**config.mk**
```make
export PLATFORM = sky130hd
export DESIGN_NAME = mult_top
export DESIGN_NICKNAME = d
export VERILOG_FILES = /design/src/design/booth_pkg.sv /design/src/design/bus_pkg.sv /design/src/design/booth_accumulator.sv /design/src/design/mult_top.sv /design/src/design/operand_encoder.sv /design/src/design/result_master.sv /design/src/design/sync_fifo.sv
export SDC_FILE = /design/constraint.sdc
export NUM_CORES = 1
export LEC_CHECK = 0
export BUFFER_PORTS_ARGS = -buffer_cell sky130_fd_sc_hd__buf_2
export CAP_MARGIN = 40
export CORE_ASPECT_RATIO = 1.4
export CORE_MARGIN = 1
export CORE_UTILIZATION = 50
export DETAILED_ROUTE_END_ITERATION = 7
export PLACE_DENSITY_LB_ADDON = 0.25
export SYNTH_ARGS = -nofsm -noshare
export SYNTH_HDL_FRONTEND = slang
export SYNTH_HIERARCHICAL = 1
export SYNTH_SLANG_ARGS = --single-unit
```
**constraint.sdc**
```tcl
create_clock -name clk -period 17.45 [get_ports clk]
set_input_delay 4.3625 -clock clk [delete_from_list [all_inputs] [get_ports clk]]
set_output_delay 4.3625 -clock clk [all_outputs]
set_load 0.02 [all_outputs]
```
**src/design/booth_pkg.sv**
```systemverilog
package booth_pkg;

  localparam int OP_W       = 16;  // multiplier and multiplicand width
  localparam int RADIX_BITS = 4;   // multiplier bits retired per digit
  localparam int NUM_DIGITS = 4;   // digits per operation, OP_W / RADIX_BITS
  localparam int ACC_W      = 36;  // room for the +-8 multiple of -32768
  localparam int PROD_W     = 32;  // full signed product

  // one recoded digit travelling from encoder to accumulator
  typedef struct packed {
    logic signed [RADIX_BITS:0] digit;  // -8 .. +8
    logic [OP_W-1:0]            mcand;  // multiplicand, two's complement
    logic                       last;   // closes the operation
  } digit_t;

  typedef logic signed [PROD_W-1:0] product_t;

endpackage

```
**src/design/bus_pkg.sv**
```systemverilog
package bus_pkg;

  // operand word: multiplier in [31:16], multiplicand in [15:0]
  localparam int DAT_W = 32;

  localparam int DIGIT_FIFO_DEPTH  = 8;  // two operations of digits
  localparam int RESULT_FIFO_DEPTH = 4;  // products waiting for the bus

endpackage

```
**src/design/booth_accumulator.sv**
```systemverilog
`timescale 1ns/100ps

module booth_accumulator (
  input  logic                clk,
  input  logic                rst_n,
  input  logic                clear,
  input  booth_pkg::digit_t   digit_data,
  input  logic                digit_empty,
  input  logic                res_full,
  output logic                digit_pop,
  output logic                res_push,
  output booth_pkg::product_t res_data
);

  typedef logic signed [booth_pkg::OP_W+booth_pkg::RADIX_BITS-1:0] mult_t;

  logic signed [booth_pkg::ACC_W-1:0] acc;
  logic signed [booth_pkg::ACC_W-1:0] base;
  logic signed [booth_pkg::ACC_W-1:0] sum;
  logic signed [booth_pkg::ACC_W-1:0] next_acc;
  logic                               mid_op;  // inside an operation
  logic                               neg;
  logic [booth_pkg::RADIX_BITS:0]     abs_digit;
  logic [booth_pkg::RADIX_BITS-1:0]   mag;     // 0 .. 8
  mult_t                              mcand_ext;
  mult_t                              mag_mult;
  mult_t                              multiple;

  // the last digit waits for room in the result FIFO
  assign digit_pop = !digit_empty && !(digit_data.last && res_full);
  assign res_push  = digit_pop && digit_data.last;

  assign neg       = digit_data.digit[booth_pkg::RADIX_BITS];
  assign abs_digit = neg ? -digit_data.digit : digit_data.digit;
  assign mag       = abs_digit[booth_pkg::RADIX_BITS-1:0];
  assign mcand_ext = {{booth_pkg::RADIX_BITS{digit_data.mcand[booth_pkg::OP_W-1]}},
                      digit_data.mcand};

  // multiple of the multiplicand from shifted copies
  always_comb begin
    mag_mult = '0;
    for (int i = 0; i < booth_pkg::RADIX_BITS; i++) begin
      if (mag[i]) begin
        mag_mult = mag_mult + (mcand_ext <<< i);
      end
    end
    multiple = neg ? -mag_mult : mag_mult;
  end

  assign base     = mid_op ? acc : '0;  // first digit starts clean
  assign sum      = base + {multiple, {booth_pkg::OP_W{1'b0}}};  // add at bit 16
  assign next_acc = sum >>> booth_pkg::RADIX_BITS;
  assign res_data = next_acc[booth_pkg::PROD_W-1:0];

  always_ff @(posedge clk) begin
    if (!rst_n) begin
      mid_op <= 1'b0;
    end else if (clear) begin
      mid_op <= 1'b0;
    end else if (digit_pop) begin
      mid_op <= !digit_data.last;
    end
  end

  always_ff @(posedge clk) begin
    if (digit_pop) begin
      acc <= next_acc;
    end
  end

endmodule

```
**src/design/mult_top.sv**
```systemverilog
`timescale 1ns/100ps

module mult_top (
  input  logic                      clk,
  input  logic                      rst_n,
  input  logic                      clear,
  input  logic                      op_cyc,
  input  logic                      op_stb,
  input  logic [bus_pkg::DAT_W-1:0] op_dat,
  output logic                      op_ack,
  output logic                      res_cyc,
  output logic                      res_stb,
  output booth_pkg::product_t       res_dat,
  input  logic                      res_ack
);

  booth_pkg::digit_t   enc_digit;   // encoder to digit FIFO
  booth_pkg::digit_t   head_digit;  // digit FIFO to accumulator
  logic                digit_push;
  logic                digit_pop;
  logic                digit_full;
  logic                digit_empty;
  booth_pkg::product_t acc_product;
  booth_pkg::product_t head_product;
  logic                res_push;
  logic                res_pop;
  logic                res_full;
  logic                res_empty;

  operand_encoder i_operand_encoder (
    .clk        (clk),
    .rst_n      (rst_n),
    .clear      (clear),
    .op_cyc     (op_cyc),
    .op_stb     (op_stb),
    .op_dat     (op_dat),
    .digit_full (digit_full),
    .op_ack     (op_ack),
    .digit_push (digit_push),
    .digit_data (enc_digit)
  );

  sync_fifo #(
    .DEPTH (bus_pkg::DIGIT_FIFO_DEPTH),
    .T     (booth_pkg::digit_t)
  ) digit_fifo (
    .clk   (clk),
    .rst_n (rst_n),
    .flush (clear),
    .push  (digit_push),
    .wdata (enc_digit),
    .pop   (digit_pop),
    .rdata (head_digit),
    .full  (digit_full),
    .empty (digit_empty)
  );

  booth_accumulator i_booth_accumulator (
    .clk         (clk),
    .rst_n       (rst_n),
    .clear       (clear),
    .digit_data  (head_digit),
    .digit_empty (digit_empty),
    .res_full    (res_full),
    .digit_pop   (digit_pop),
    .res_push    (res_push),
    .res_data    (acc_product)
  );

  sync_fifo #(
    .DEPTH (bus_pkg::RESULT_FIFO_DEPTH),
    .T     (booth_pkg::product_t)
  ) result_fifo (
    .clk   (clk),
    .rst_n (rst_n),
    .flush (clear),
    .push  (res_push),
    .wdata (acc_product),
    .pop   (res_pop),
    .rdata (head_product),
    .full  (res_full),
    .empty (res_empty)
  );

  result_master i_result_master (
    .clk       (clk),
    .rst_n     (rst_n),
    .clear     (clear),
    .res_data  (head_product),
    .res_empty (res_empty),
    .res_ack   (res_ack),
    .res_pop   (res_pop),
    .res_cyc   (res_cyc),
    .res_stb   (res_stb),
    .res_dat   (res_dat)
  );

endmodule

```
**src/design/operand_encoder.sv**
```systemverilog
`timescale 1ns/100ps

module operand_encoder (
  input  logic                        clk,
  input  logic                        rst_n,
  input  logic                        clear,
  input  logic                        op_cyc,
  input  logic                        op_stb,
  input  logic [bus_pkg::DAT_W-1:0]   op_dat,
  input  logic                        digit_full,
  output logic                        op_ack,
  output logic                        digit_push,
  output booth_pkg::digit_t           digit_data
);

  typedef logic [$clog2(booth_pkg::NUM_DIGITS)-1:0] idx_t;

  logic                           busy;    // emitting digits
  idx_t                           idx;     // window being recoded
  logic                           accept;
  logic [booth_pkg::OP_W-1:0]     mplier;
  logic [booth_pkg::OP_W-1:0]     mcand;
  logic [booth_pkg::OP_W:0]       mplier_ext;  // multiplier with the appended zero
  logic [booth_pkg::RADIX_BITS:0] win;         // 5-bit overlapping window
  logic [booth_pkg::RADIX_BITS:0] recoded;

  assign accept = !busy && op_cyc && op_stb;  // strobe ignored while busy

  always_ff @(posedge clk) begin
    if (!rst_n) begin
      busy   <= 1'b0;
      op_ack <= 1'b0;
      idx    <= '0;
    end else if (clear) begin
      busy   <= 1'b0;  // abort, nothing acked this cycle
      op_ack <= 1'b0;
      idx    <= '0;
    end else begin
      op_ack <= accept;  // single-cycle pulse
      if (accept) begin
        busy <= 1'b1;
        idx  <= '0;
      end else if (digit_push) begin
        idx <= idx + 1'b1;
        if (idx == idx_t'(booth_pkg::NUM_DIGITS - 1)) begin
          busy <= 1'b0;  // fourth digit out
        end
      end
    end
  end

  // operand pair held for the whole emission
  always_ff @(posedge clk) begin
    if (accept) begin
      mplier <= op_dat[bus_pkg::DAT_W-1 -: booth_pkg::OP_W];
      mcand  <= op_dat[booth_pkg::OP_W-1:0];
    end
  end

  assign mplier_ext = {mplier, 1'b0};
  assign win = mplier_ext[idx*booth_pkg::RADIX_BITS +: booth_pkg::RADIX_BITS+1];

  // -8*b4 + 4*b3 + 2*b2 + b1 + b0, i.e. the signed top four bits plus b0
  assign recoded = {win[booth_pkg::RADIX_BITS], win[booth_pkg::RADIX_BITS:1]}
                 + {{booth_pkg::RADIX_BITS{1'b0}}, win[0]};

  assign digit_push = busy && !digit_full;  // wait on a full digit FIFO

  always_comb begin
    digit_data.digit = recoded;
    digit_data.mcand = mcand;
    digit_data.last  = (idx == idx_t'(booth_pkg::NUM_DIGITS - 1));
  end

endmodule

```
**src/design/result_master.sv**
```systemverilog
`timescale 1ns/100ps

module result_master (
  input  logic                clk,
  input  logic                rst_n,
  input  logic                clear,
  input  booth_pkg::product_t res_data,
  input  logic                res_empty,
  input  logic                res_ack,
  output logic                res_pop,
  output logic                res_cyc,
  output logic                res_stb,
  output booth_pkg::product_t res_dat
);

  typedef enum logic {
    IDLE,
    BUS
  } state_t;

  state_t state;

  always_ff @(posedge clk) begin
    if (!rst_n) begin
      state <= IDLE;
    end else if (clear) begin
      state <= IDLE;  // drop the transfer in flight
    end else begin
      case (state)
        IDLE:    if (!res_empty) state <= BUS;
        BUS:     if (res_ack) state <= IDLE;  // one idle cycle follows
        default: state <= IDLE;
      endcase
    end
  end

  // product held stable for the whole transfer
  always_ff @(posedge clk) begin
    if (state == IDLE && !res_empty) begin
      res_dat <= res_data;
    end
  end

  assign res_cyc = (state == BUS);
  assign res_stb = (state == BUS);
  assign res_pop = (state == BUS) && res_ack;  // head retired on ack

endmodule

```
**src/design/sync_fifo.sv**
```systemverilog
`timescale 1ns/100ps

module sync_fifo #(
  parameter int  DEPTH = 4,
  parameter type T     = logic
) (
  input  logic clk,
  input  logic rst_n,
  input  logic flush,
  input  logic push,
  input  T     wdata,
  input  logic pop,
  output T     rdata,
  output logic full,
  output logic empty
);

  typedef logic [$clog2(DEPTH)-1:0]   ptr_t;
  typedef logic [$clog2(DEPTH+1)-1:0] cnt_t;

  T     mem [DEPTH];
  ptr_t wr_ptr;
  ptr_t rd_ptr;
  cnt_t count;   // occupancy
  logic do_push;
  logic do_pop;

  assign do_push = push && !full;
  assign do_pop  = pop && !empty;

  always_ff @(posedge clk) begin
    if (!rst_n) begin
      wr_ptr <= '0;
      rd_ptr <= '0;
      count  <= '0;
    end else if (flush) begin
      wr_ptr <= '0;  // drops every entry at once
      rd_ptr <= '0;
      count  <= '0;
    end else begin
      if (do_push) begin
        wr_ptr <= (wr_ptr == ptr_t'(DEPTH - 1)) ? '0 : wr_ptr + 1'b1;
      end
      if (do_pop) begin
        rd_ptr <= (rd_ptr == ptr_t'(DEPTH - 1)) ? '0 : rd_ptr + 1'b1;
      end
      case ({do_push, do_pop})
        2'b10:   count <= count + 1'b1;
        2'b01:   count <= count - 1'b1;
        default: count <= count;  // both or neither
      endcase
    end
  end

  always_ff @(posedge clk) begin
    if (do_push && !flush) begin
      mem[wr_ptr] <= wdata;
    end
  end

  assign rdata = mem[rd_ptr];  // head, valid while not empty
  assign full  = (count == cnt_t'(DEPTH));
  assign empty = (count == '0);

endmodule

```
-- Yosys cells after proc, flatten, opt, wreduce, memory -nomap -nowiden
Memories as Yosys holds them, arrays and structs flattened. A register that Yosys moved wholly into a read port is not among the register bits.
Cells that the tools add are included.
- output and inout bits: 35
- register bits after elaboration: 87
- memories kept: 2
- bits of input ports: 38
- logic and storage cells: 102
- memory bits (writable): 304
- memory list (memory ; words ; bits a word ; read ports ; clocked after Yosys merged registers in ; write ports ; line ; source):
    digit_fifo.mem ; 8 ; 22 ; 1 ; 1 ; 1 ; sync_fifo.sv:21 ; T mem [DEPTH];
    result_fifo.mem ; 4 ; 32 ; 1 ; 1 ; 1 ; sync_fifo.sv:21 ;
- reduce and logical (&&, ||, !) cells: 31
- bitwise gates (word level): 2
- eq/ne operators: 11
- muxes and demuxes: 25
- add/sub/neg operators: 16
- shift operators: 1
- operators by type and width (cell ; count):
    20-bit 2-to-1 mux ; 5
    36-bit adder ; 1
    36-bit 2-to-1 mux ; 1
    20-bit by 17-bit adder with 20-bit output ; 1
    20-bit by 18-bit adder with 20-bit output ; 1
    20-bit by 19-bit adder with 20-bit output ; 1
    20-bit negation ; 1
    17-bit by 5-bit variable part select with 5-bit output ; 1
    1-bit logical AND ; 14
    3-bit 2-to-1 mux ; 4
    2-bit equality test, second input constant ; 5
    3-bit by 1-bit adder with 3-bit output, second input constant ; 3
    3-bit equality test, second input constant ; 3
    1-bit 2-to-1 mux ; 9
    1-bit logical NOT ; 8
    4-bit one-hot mux with 2 select lines ; 1
    2-bit nonzero test ; 4
    2-bit by 1-bit adder with 2-bit output, second input constant ; 3
    3-bit one-hot mux with 2 select lines ; 1
    4-bit by 2-bit adder with 5-bit output ; 1
    4-bit by 1-bit adder with 4-bit output, second input constant ; 1
    2-bit by 1-bit equality test with 1-bit output, second input constant ; 2
    4-bit equality test, second input constant ; 1
    4-bit logical NOT ; 1
    11 further kinds ; 13

-- Longest topological paths before layout
Gate-level depths: netlist of the first run.
- depth after elaboration: 12
- mapped depth: 45

-- Modules after synthesis
The synthesis of the first run kept the hierarchy.
- by module, submodules not included (module ; cells each ; times used ; seq. area each (µm²) ; area an instance (µm²)):
    sync_fifo (digit_fifo) ; 335 ; 1 ; 5545.3 ; 7293.2
    booth_accumulator ; 723 ; 1 ; 860.8 ; 5773.0
    sync_fifo (result_fifo) ; 221 ; 1 ; 4023.9 ; 5178.7
    operand_encoder ; 65 ; 1 ; 1041.0 ; 1316.3
    result_master ; 38 ; 1 ; 980.9 ; 1022.2

-- Least setup slack after synthesis of the first run
No wires, ideal clock.
- path type: reg-to-reg
- start point: reg (tool-made name)
- end point: reg i_booth_accumulator/acc[31] (netlist name)
- arrival: 8112 ps
- library setup time: 280 ps
- stages on the path, launching flop included: 41
- required time: 17170 ps
- path slack: 9058 ps
- cells stage by stage: dfxtp_1 > buf_4 > buf_6 > mux4_2 > mux2_2 > buf_2 > buf_6 > nand2_1 > xnor2_1 > ha_1 > a21oi_1 > or4_1 > a21oi_1 > xor2_1 > inv_1 > ha_1 > o21a_1 > o31a_1 > (+5 left out) > o21a_1 > o21a_1 > o21ai_0 > a211o_1 > a211o_1 > xor2_1 > nor2_1 > a21oi_1 > o21ai_0 > o31ai_1 > xnor2_1 > ha_1 > or2_2 > a21oi_1 > a21oi_1 > xnor2_1 > xnor2_1 > xnor2_1

==> results of run 1 <==
flip-flops by register name, indices dropped and copies added (netlist names), 2 cells and up, named ones only:
register                  count
i_result_master/res_dat      32
i_operand_encoder/mplier     16
i_operand_encoder/mcand      16
result_fifo/wr_ptr            2
digit_fifo/mem              176
result_fifo/rd_ptr            2
digit_fifo/count              4
i_booth_accumulator/acc      28
i_operand_encoder/idx         2
digit_fifo/wr_ptr             3
result_fifo/count             3
result_fifo/mem             128
digit_fifo/rd_ptr             3
final cells by class:
| type | count | area (µm²) | area share, % |
|---|---|---|---|
| Sequential cell | 424 | 12460 | 54.07 |
| Multi-Input combinational cell | 865 | 7751 | 33.65 |
| Clock buffer | 59 | 1132 | 4.916 |
| Timing Repair Buffer | 99 | 690.7 | 2.998 |
| Tap cell | 534 | 668.1 | 2.900 |
| Clock inverter | 14 | 183.9 | 0.7984 |
| Inverter | 41 | 153.9 | 0.6681 |
worst max-delay path: cells and delay by family (launching register included):
family                   cells  cell delay (ns)
adder cells (fa/ha/maj)      4             1.49
flip-flops                   1             0.31
multiplexers                 2             1.04
AND/OR/NAND/NOR              7             1.71
buffers and inverters        3             0.58
XOR/XNOR                     6             1.16
AO/OA/AOI/OAI               17             3.11
report_power, final:
part	leakage (nW)	internal, W	switching, W	total (W)
clock	0.636	0.000488	0.000369	0.000857
combinational	3.53	0.0000467	0.0000718	0.000119
sequential	3.87	0.00112	0.00000432	0.00112
total	8.04	0.00165	0.000445	0.00210
logic make-up after synthesis:
logic type | share of synthesized area (%)
simple gates | 8.249
mux | 11.02
flops | 60.49
compound gates | 8.705
fa+ha+maj | 5.708
buf+inv | 2.383
xor+xnor | 3.441
per-layer routing:
metal  vias up  share of wire, %  wire (µm)
met3        82               3.8       1532
met1      5868                39      15950
met2       272                54      21810
li1       5564                 -          -
met5         -                 0          0
met4         0               2.7       1094
placed cells by master (no fill, tap or decap), types with 22 or more instances in the layout:
cell,n
nor3_1,22
xnor2_1,51
o21ai_0,50
clkbuf_16,40
mux4_2,77
nor2_1,68
and2_1,38
xor2_1,27
dfxtp_1,25
ha_1,85
a21oi_1,75
buf_2,72
inv_1,40
nand2_1,71
mux2_2,28
edfxtp_1,396
worst paths after layout:
path	from	end	cells past startpoint
setup / recovery	flop	result_fifo/mem[3][31]$_DFFE_PP_	39
hold reg to reg	i_operand_encoder/busy$_SDFFE_PP0P_	i_operand_encoder/busy$_SDFFE_PP0P_	2
setup reg to reg	flop	result_fifo/mem[3][31]$_DFFE_PP_	39
hold / removal	i_operand_encoder/busy$_SDFFE_PP0P_	i_operand_encoder/busy$_SDFFE_PP0P_	2
through the flow:
stage	cell area [µm²]	setup WS [ns]	power [W]
floorplan	20580	9.058	0.001230
global placement	21520	7.953	0.001258
detailed placement	21720	7.858	0.001262
CTS	23040	7.825	0.002118
global route	23040	7.018	0.002169
finish	23040	7.772	0.002098
==> results_dict.tcl, run 1 <==
set metrics [dict create \
    cts_resized 0 \
    yosysMostFrequentCell "edfxtp_1" \
    fillers 3141 \
    synth_top_area_cell "edfxtp_1" \
    hpwl_um 27130 \
    first_pass_iters 5 \
    async_flop_share_pct 0 \
    cts_made_buffers 40 \
    root_buffer "clkbuf_16" \
    drv_slew 0 \
    portBuffers 72 \
    cts.sinks 424 \
    drv_cap 0 \
    finalNonFillerCells 2036 \
    die_w_um 173.5 \
    grt_use_met3_pct 2.574 \
    grt_overflow 0 \
    rsz0062_at_grt "no" \
    route.detailed.drc 0 \
    vias 11790 \
    post-route-period-util_pct 55.46 \
    cts_tree "yes" \
    routedWlPerCell_um 19.83 \
    synth_flop_cell "edfxtp_1" \
    peakVddDrop_uv 97.54 \
    hp-class "flop to flop" \
    synthTopCellsByArea "edfxtp_1 58%, mux4_2 8.4%, ha_1 5.2%" \
    cts_hold_buf 0 \
    grt_first_pass_wirelength_um 64760 \
    synth_edf_count 396 \
    dieArea_um2 41990 \
    synth_common_cells "396 x edfxtp_1, 85 x ha_1, 77 x mux4_2" \
    path_class "flop to flop" \
    htree_num_levels 2 \
    outcome "finished, final reports clean" \
    start_kind "flop" \
    initial_core_util_pct 50.97 \
    grtUsageTotal_pct 19.70 \
    crit_top_cell "xnor2_1" \
    finish.utilization_pct 57.04 \
    clkLatencyLatePin_ns 0.55 \
    cp-end-kind "flop" \
    finalNetCount 1599 \
    dr.first_iter.drc_count 765 \
    synth_area_um2 20580 \
    fin_setup_tns_ns 0 \
    std_cell_rows 87 \
    required_ns 17.77 \
    synth-seq-cells 424 \
    core_area_um2 40390 \
    routed_wl_um 40380 \
    p_per_area_nw_per_um2 91.07 \
    avgSynthCellArea_um2 14.89 \
    grt_antenna_before_repair 0 \
    leakagePower_nw 8.038 \
    grt_max_degree 45 \
    arrival_ns 10.00 \
    max_freq_mhz 103.3 \
    area_growth_pct 11.91 \
    holdWs_ns 0.4891 \
    grt_use_met1_pct 22.82 \
    ff2ff_setup_slack_ns 7.77 \
    worst-slew-pin-transition_ns 0.9907 \
    postRouteAntennaNets 0 \
    dp.cells 1963 \
    top_usage_layer "met2" \
    cts.path.max_buffers 3 \
    synth_seq_area_share_pct 60.49 \
    setup_viol 0 \
    synth_warnings 6 \
    synth_top_area_share_pct 57.77 \
    vias_per_cell 5.789 \
    io_pins 73 \
    globalplace.congestion 0.8592 \
    post_cts_buffers 0 \
    synth_cell_types 93 \
    die_h_um 242.1 \
    cts.clk_slew.worst_paths_ns 0.07 \
    hold_viol 0 \
    antennaDiodeCount 0 \
    critPathMaxStageDelay_ns 0.54 \
    crit_path_max_fanout 37 \
    syn_nets 1510 \
    use_met2_pct 37.00 \
    skew_ns 0.02177 \
    crit_slowest_cell "mux4_2" \
    grt_pass1_vias 12170 \
    drive_gt1_share_pct 21.44 \
    syn_inst 1382 \
    fin_crit_ns 9.678 \
    slew_headroom_pct 33.95 \
]
No activity file was read; power rests on OpenSTA's default activity.
==> inputs of run 2 (changes only) <==
==> constraint.sdc (replaced) <==
create_clock -name clk -period 9.7 [get_ports clk]
set_input_delay 2.425 -clock clk [delete_from_list [all_inputs] [get_ports clk]]
set_output_delay 2.425 -clock clk [all_outputs]
set_load 0.02 [all_outputs]
==> run 2 against run 1 <==
- worst setup slack worse by 6.9 ns
- routed wire length down 0.92%
- global-route usage down 0.37 points
- core utilization up 0.13 points
- largest cell class unchanged
- critical path type unchanged
- critical endpoint is now result_fifo/mem[0][31]$_DFFE_PP_
==> results_dict.tcl, run 2 (synthesized netlist as in run 1, its figures left out) <==
set metrics [dict create \
    outcome "finished, final reports clean" \
    die_h_um 242.1 \
    route.detailed.drc 0 \
    drv_cap 0 \
    regMostFlops "digit_fifo/mem" \
    routedWlPerCell_um 19.60 \
    crit_slowest_cell "mux4_2" \
    grt_antenna_before_repair 0 \
    globalplace.congestion 0.8806 \
    r2r_cells 38 \
    required_ns 9.96 \
    drive_gt1_share_pct 21.63 \
    holdPathStages 2 \
    cts.path.max_buffers 3 \
    largestRegisters "digit_fifo/mem x176, result_fifo/mem x128, i_result_master/res_dat x32" \
    crit_top_cell "a21oi_1" \
    start_kind "flop" \
    min-delay-start "digit_fifo/rd_ptr[2]$_SDFFE_PP0N_" \
    post-route-period-util_pct 91.43 \
    final_common_cell "edfxtp_1" \
    arrival_ns 9.13 \
    hp-class "flop to flop" \
    cts_made_buffers 40 \
    fin_setup_tns_ns 0 \
    grt_pass1_vias 12140 \
    slew_headroom_pct 40.63 \
    initial_core_util_pct 50.97 \
    path_class "flop to flop" \
    fillers 3173 \
    cts.sinks 424 \
    htree_num_levels 2 \
    core_area_um2 40390 \
    p_per_area_nw_per_um2 162.7 \
    vias_per_cell 5.752 \
    finalPower_w 0.003757 \
    first_pass_iters 6 \
    fin_crit_ns 8.869 \
    routed_wl_um 40010 \
    max_freq_mhz 112.8 \
    antennaDiodeCount 0 \
    leakagePower_nw 8.069 \
    skew_ns 0.01551 \
    rsz0062_at_grt "no" \
    root_buffer "clkbuf_16" \
    cp-end-kind "flop" \
    drv_slew 0 \
    dieArea_um2 41990 \
    ff2ff_setup_slack_ns 0.83 \
    std_cell_rows 87 \
    postRouteAntennaNets 0 \
    layout_common_cells "396 x edfxtp_1, 84 x ha_1, 77 x mux4_2" \
    grt_overflow 0 \
    peakVddDrop_uv 171.0 \
    crit_path_max_fanout 18 \
    worst-slew-pin-transition_ns 0.8905 \
    hold_viol 0 \
    grtUsageTotal_pct 19.33 \
    cts_tree "yes" \
    setup_viol 0 \
    io_pins 73 \
    portBuffers 72 \
    r2r_end "result_fifo/mem[0][31]$_DFFE_PP_" \
    largest_reg_flops 176 \
    clkLatencyLatePin_ns 0.55 \
    vias 11740 \
    finalNetCount 1604 \
    area_growth_pct 12.16 \
    critPathMaxStageDelay_ns 0.52 \
    cts.clk_slew.worst_paths_ns 0.06 \
    dr.first_iter.drc_count 712 \
    grt_max_degree 37 \
    cts_hold_buf 0 \
    grt_first_pass_wirelength_um 63600 \
    hpwl_um 27050 \
    die_w_um 173.5 \
]
run 2: changes by cell type in the layout (fill, tap and decap cells not counted), sizes merged:
cell | before | now
clkinv | 7 | 18
buf | 99 | 102
clkinvlp | 1 | 0
bufinv | 2 | 4
clkbuf | 59 | 49
run 2: critical path, delay by kind of cell, from the launching register on:
kind / cells / cell delay [ns]
AO/OA/AOI/OAI: 15 / 2.52
adder cells (fa/ha/maj): 4 / 1.25
XOR/XNOR: 7 / 1.23
buffers and inverters: 1 / 0.07
AND/OR/NAND/NOR: 8 / 1.95
flip-flops: 1 / 0.47
multiplexers: 3 / 1.06
run 2: per-stage QoR:
stage / std cells / util, % / setup WS, ns / hold WS [ns] / instance area, µm²
global placement: 1954 / 53.33 / 0.6903 / 0.4723 / 21540
finish: 2041 / 57.17 / 0.8310 / 0.4816 / 23090
floorplan: 1382 / - / 1.308 / 0.4547 / 20580
global route: 2041 / 57.17 / 0.02465 / 0.5331 / 23090
CTS: 2037 / 56.97 / 0.4694 / 0.4830 / 23010
detailed placement: 1964 / 53.79 / 0.5234 / 0.4782 / 21720
run 2: worst max path at each step:
stage	startpoint	to	slack, ns	cells after the start
floorplan	flop	i_booth_accumulator/acc[31]$_DFFE_PP_	1.31	40
global placement	flop	result_fifo/mem[2][31]$_DFFE_PP_	0.69	37
detailed placement	flop	result_fifo/mem[1][31]$_DFFE_PP_	0.52	37
CTS	flop	result_fifo/mem[1][31]$_DFFE_PP_	0.47	37
global route	flop	result_fifo/mem[0][31]$_DFFE_PP_	0.02	38
finish	flop	result_fifo/mem[0][31]$_DFFE_PP_	0.83	38
run 2: repair_timing:
item | 4_1_cts | 5_1_grt
endpoints found under the setup margin | 0 | 10
buffers inserted | 0 | 2
gates resized for setup | 0 | 9
run 2: layer usage:
layer,share of wire (%),vias up,GRT usage [%],routed length [µm]
li1,-,5570,-,-
met1,40,5836,22.01,15930
met2,53,262,36.43,21390
met3,3.2,72,2.589,1288
met4,3.5,0,7.288,1401
met5,0,-,0,0
run 2: power breakdown:
| group | switching, W | internal, W |
|---|---|---|
| Clock | 0.000654 | 0.000872 |
| Sequential | 0.00000735 | 0.00201 |
| Combinational | 0.000128 | 0.0000848 |
run 2: layout make-up:
type	instances	area, µm²	share of cell area (%)
clock buffer	47	1027	4.449
tap	534	668.1	2.894
inverter	41	153.9	0.6666
sequential	424	12460	53.96
multi-input combinational	865	7774	33.67
timing repair buffer	104	752.0	3.257
clock inverter	26	254.0	1.100
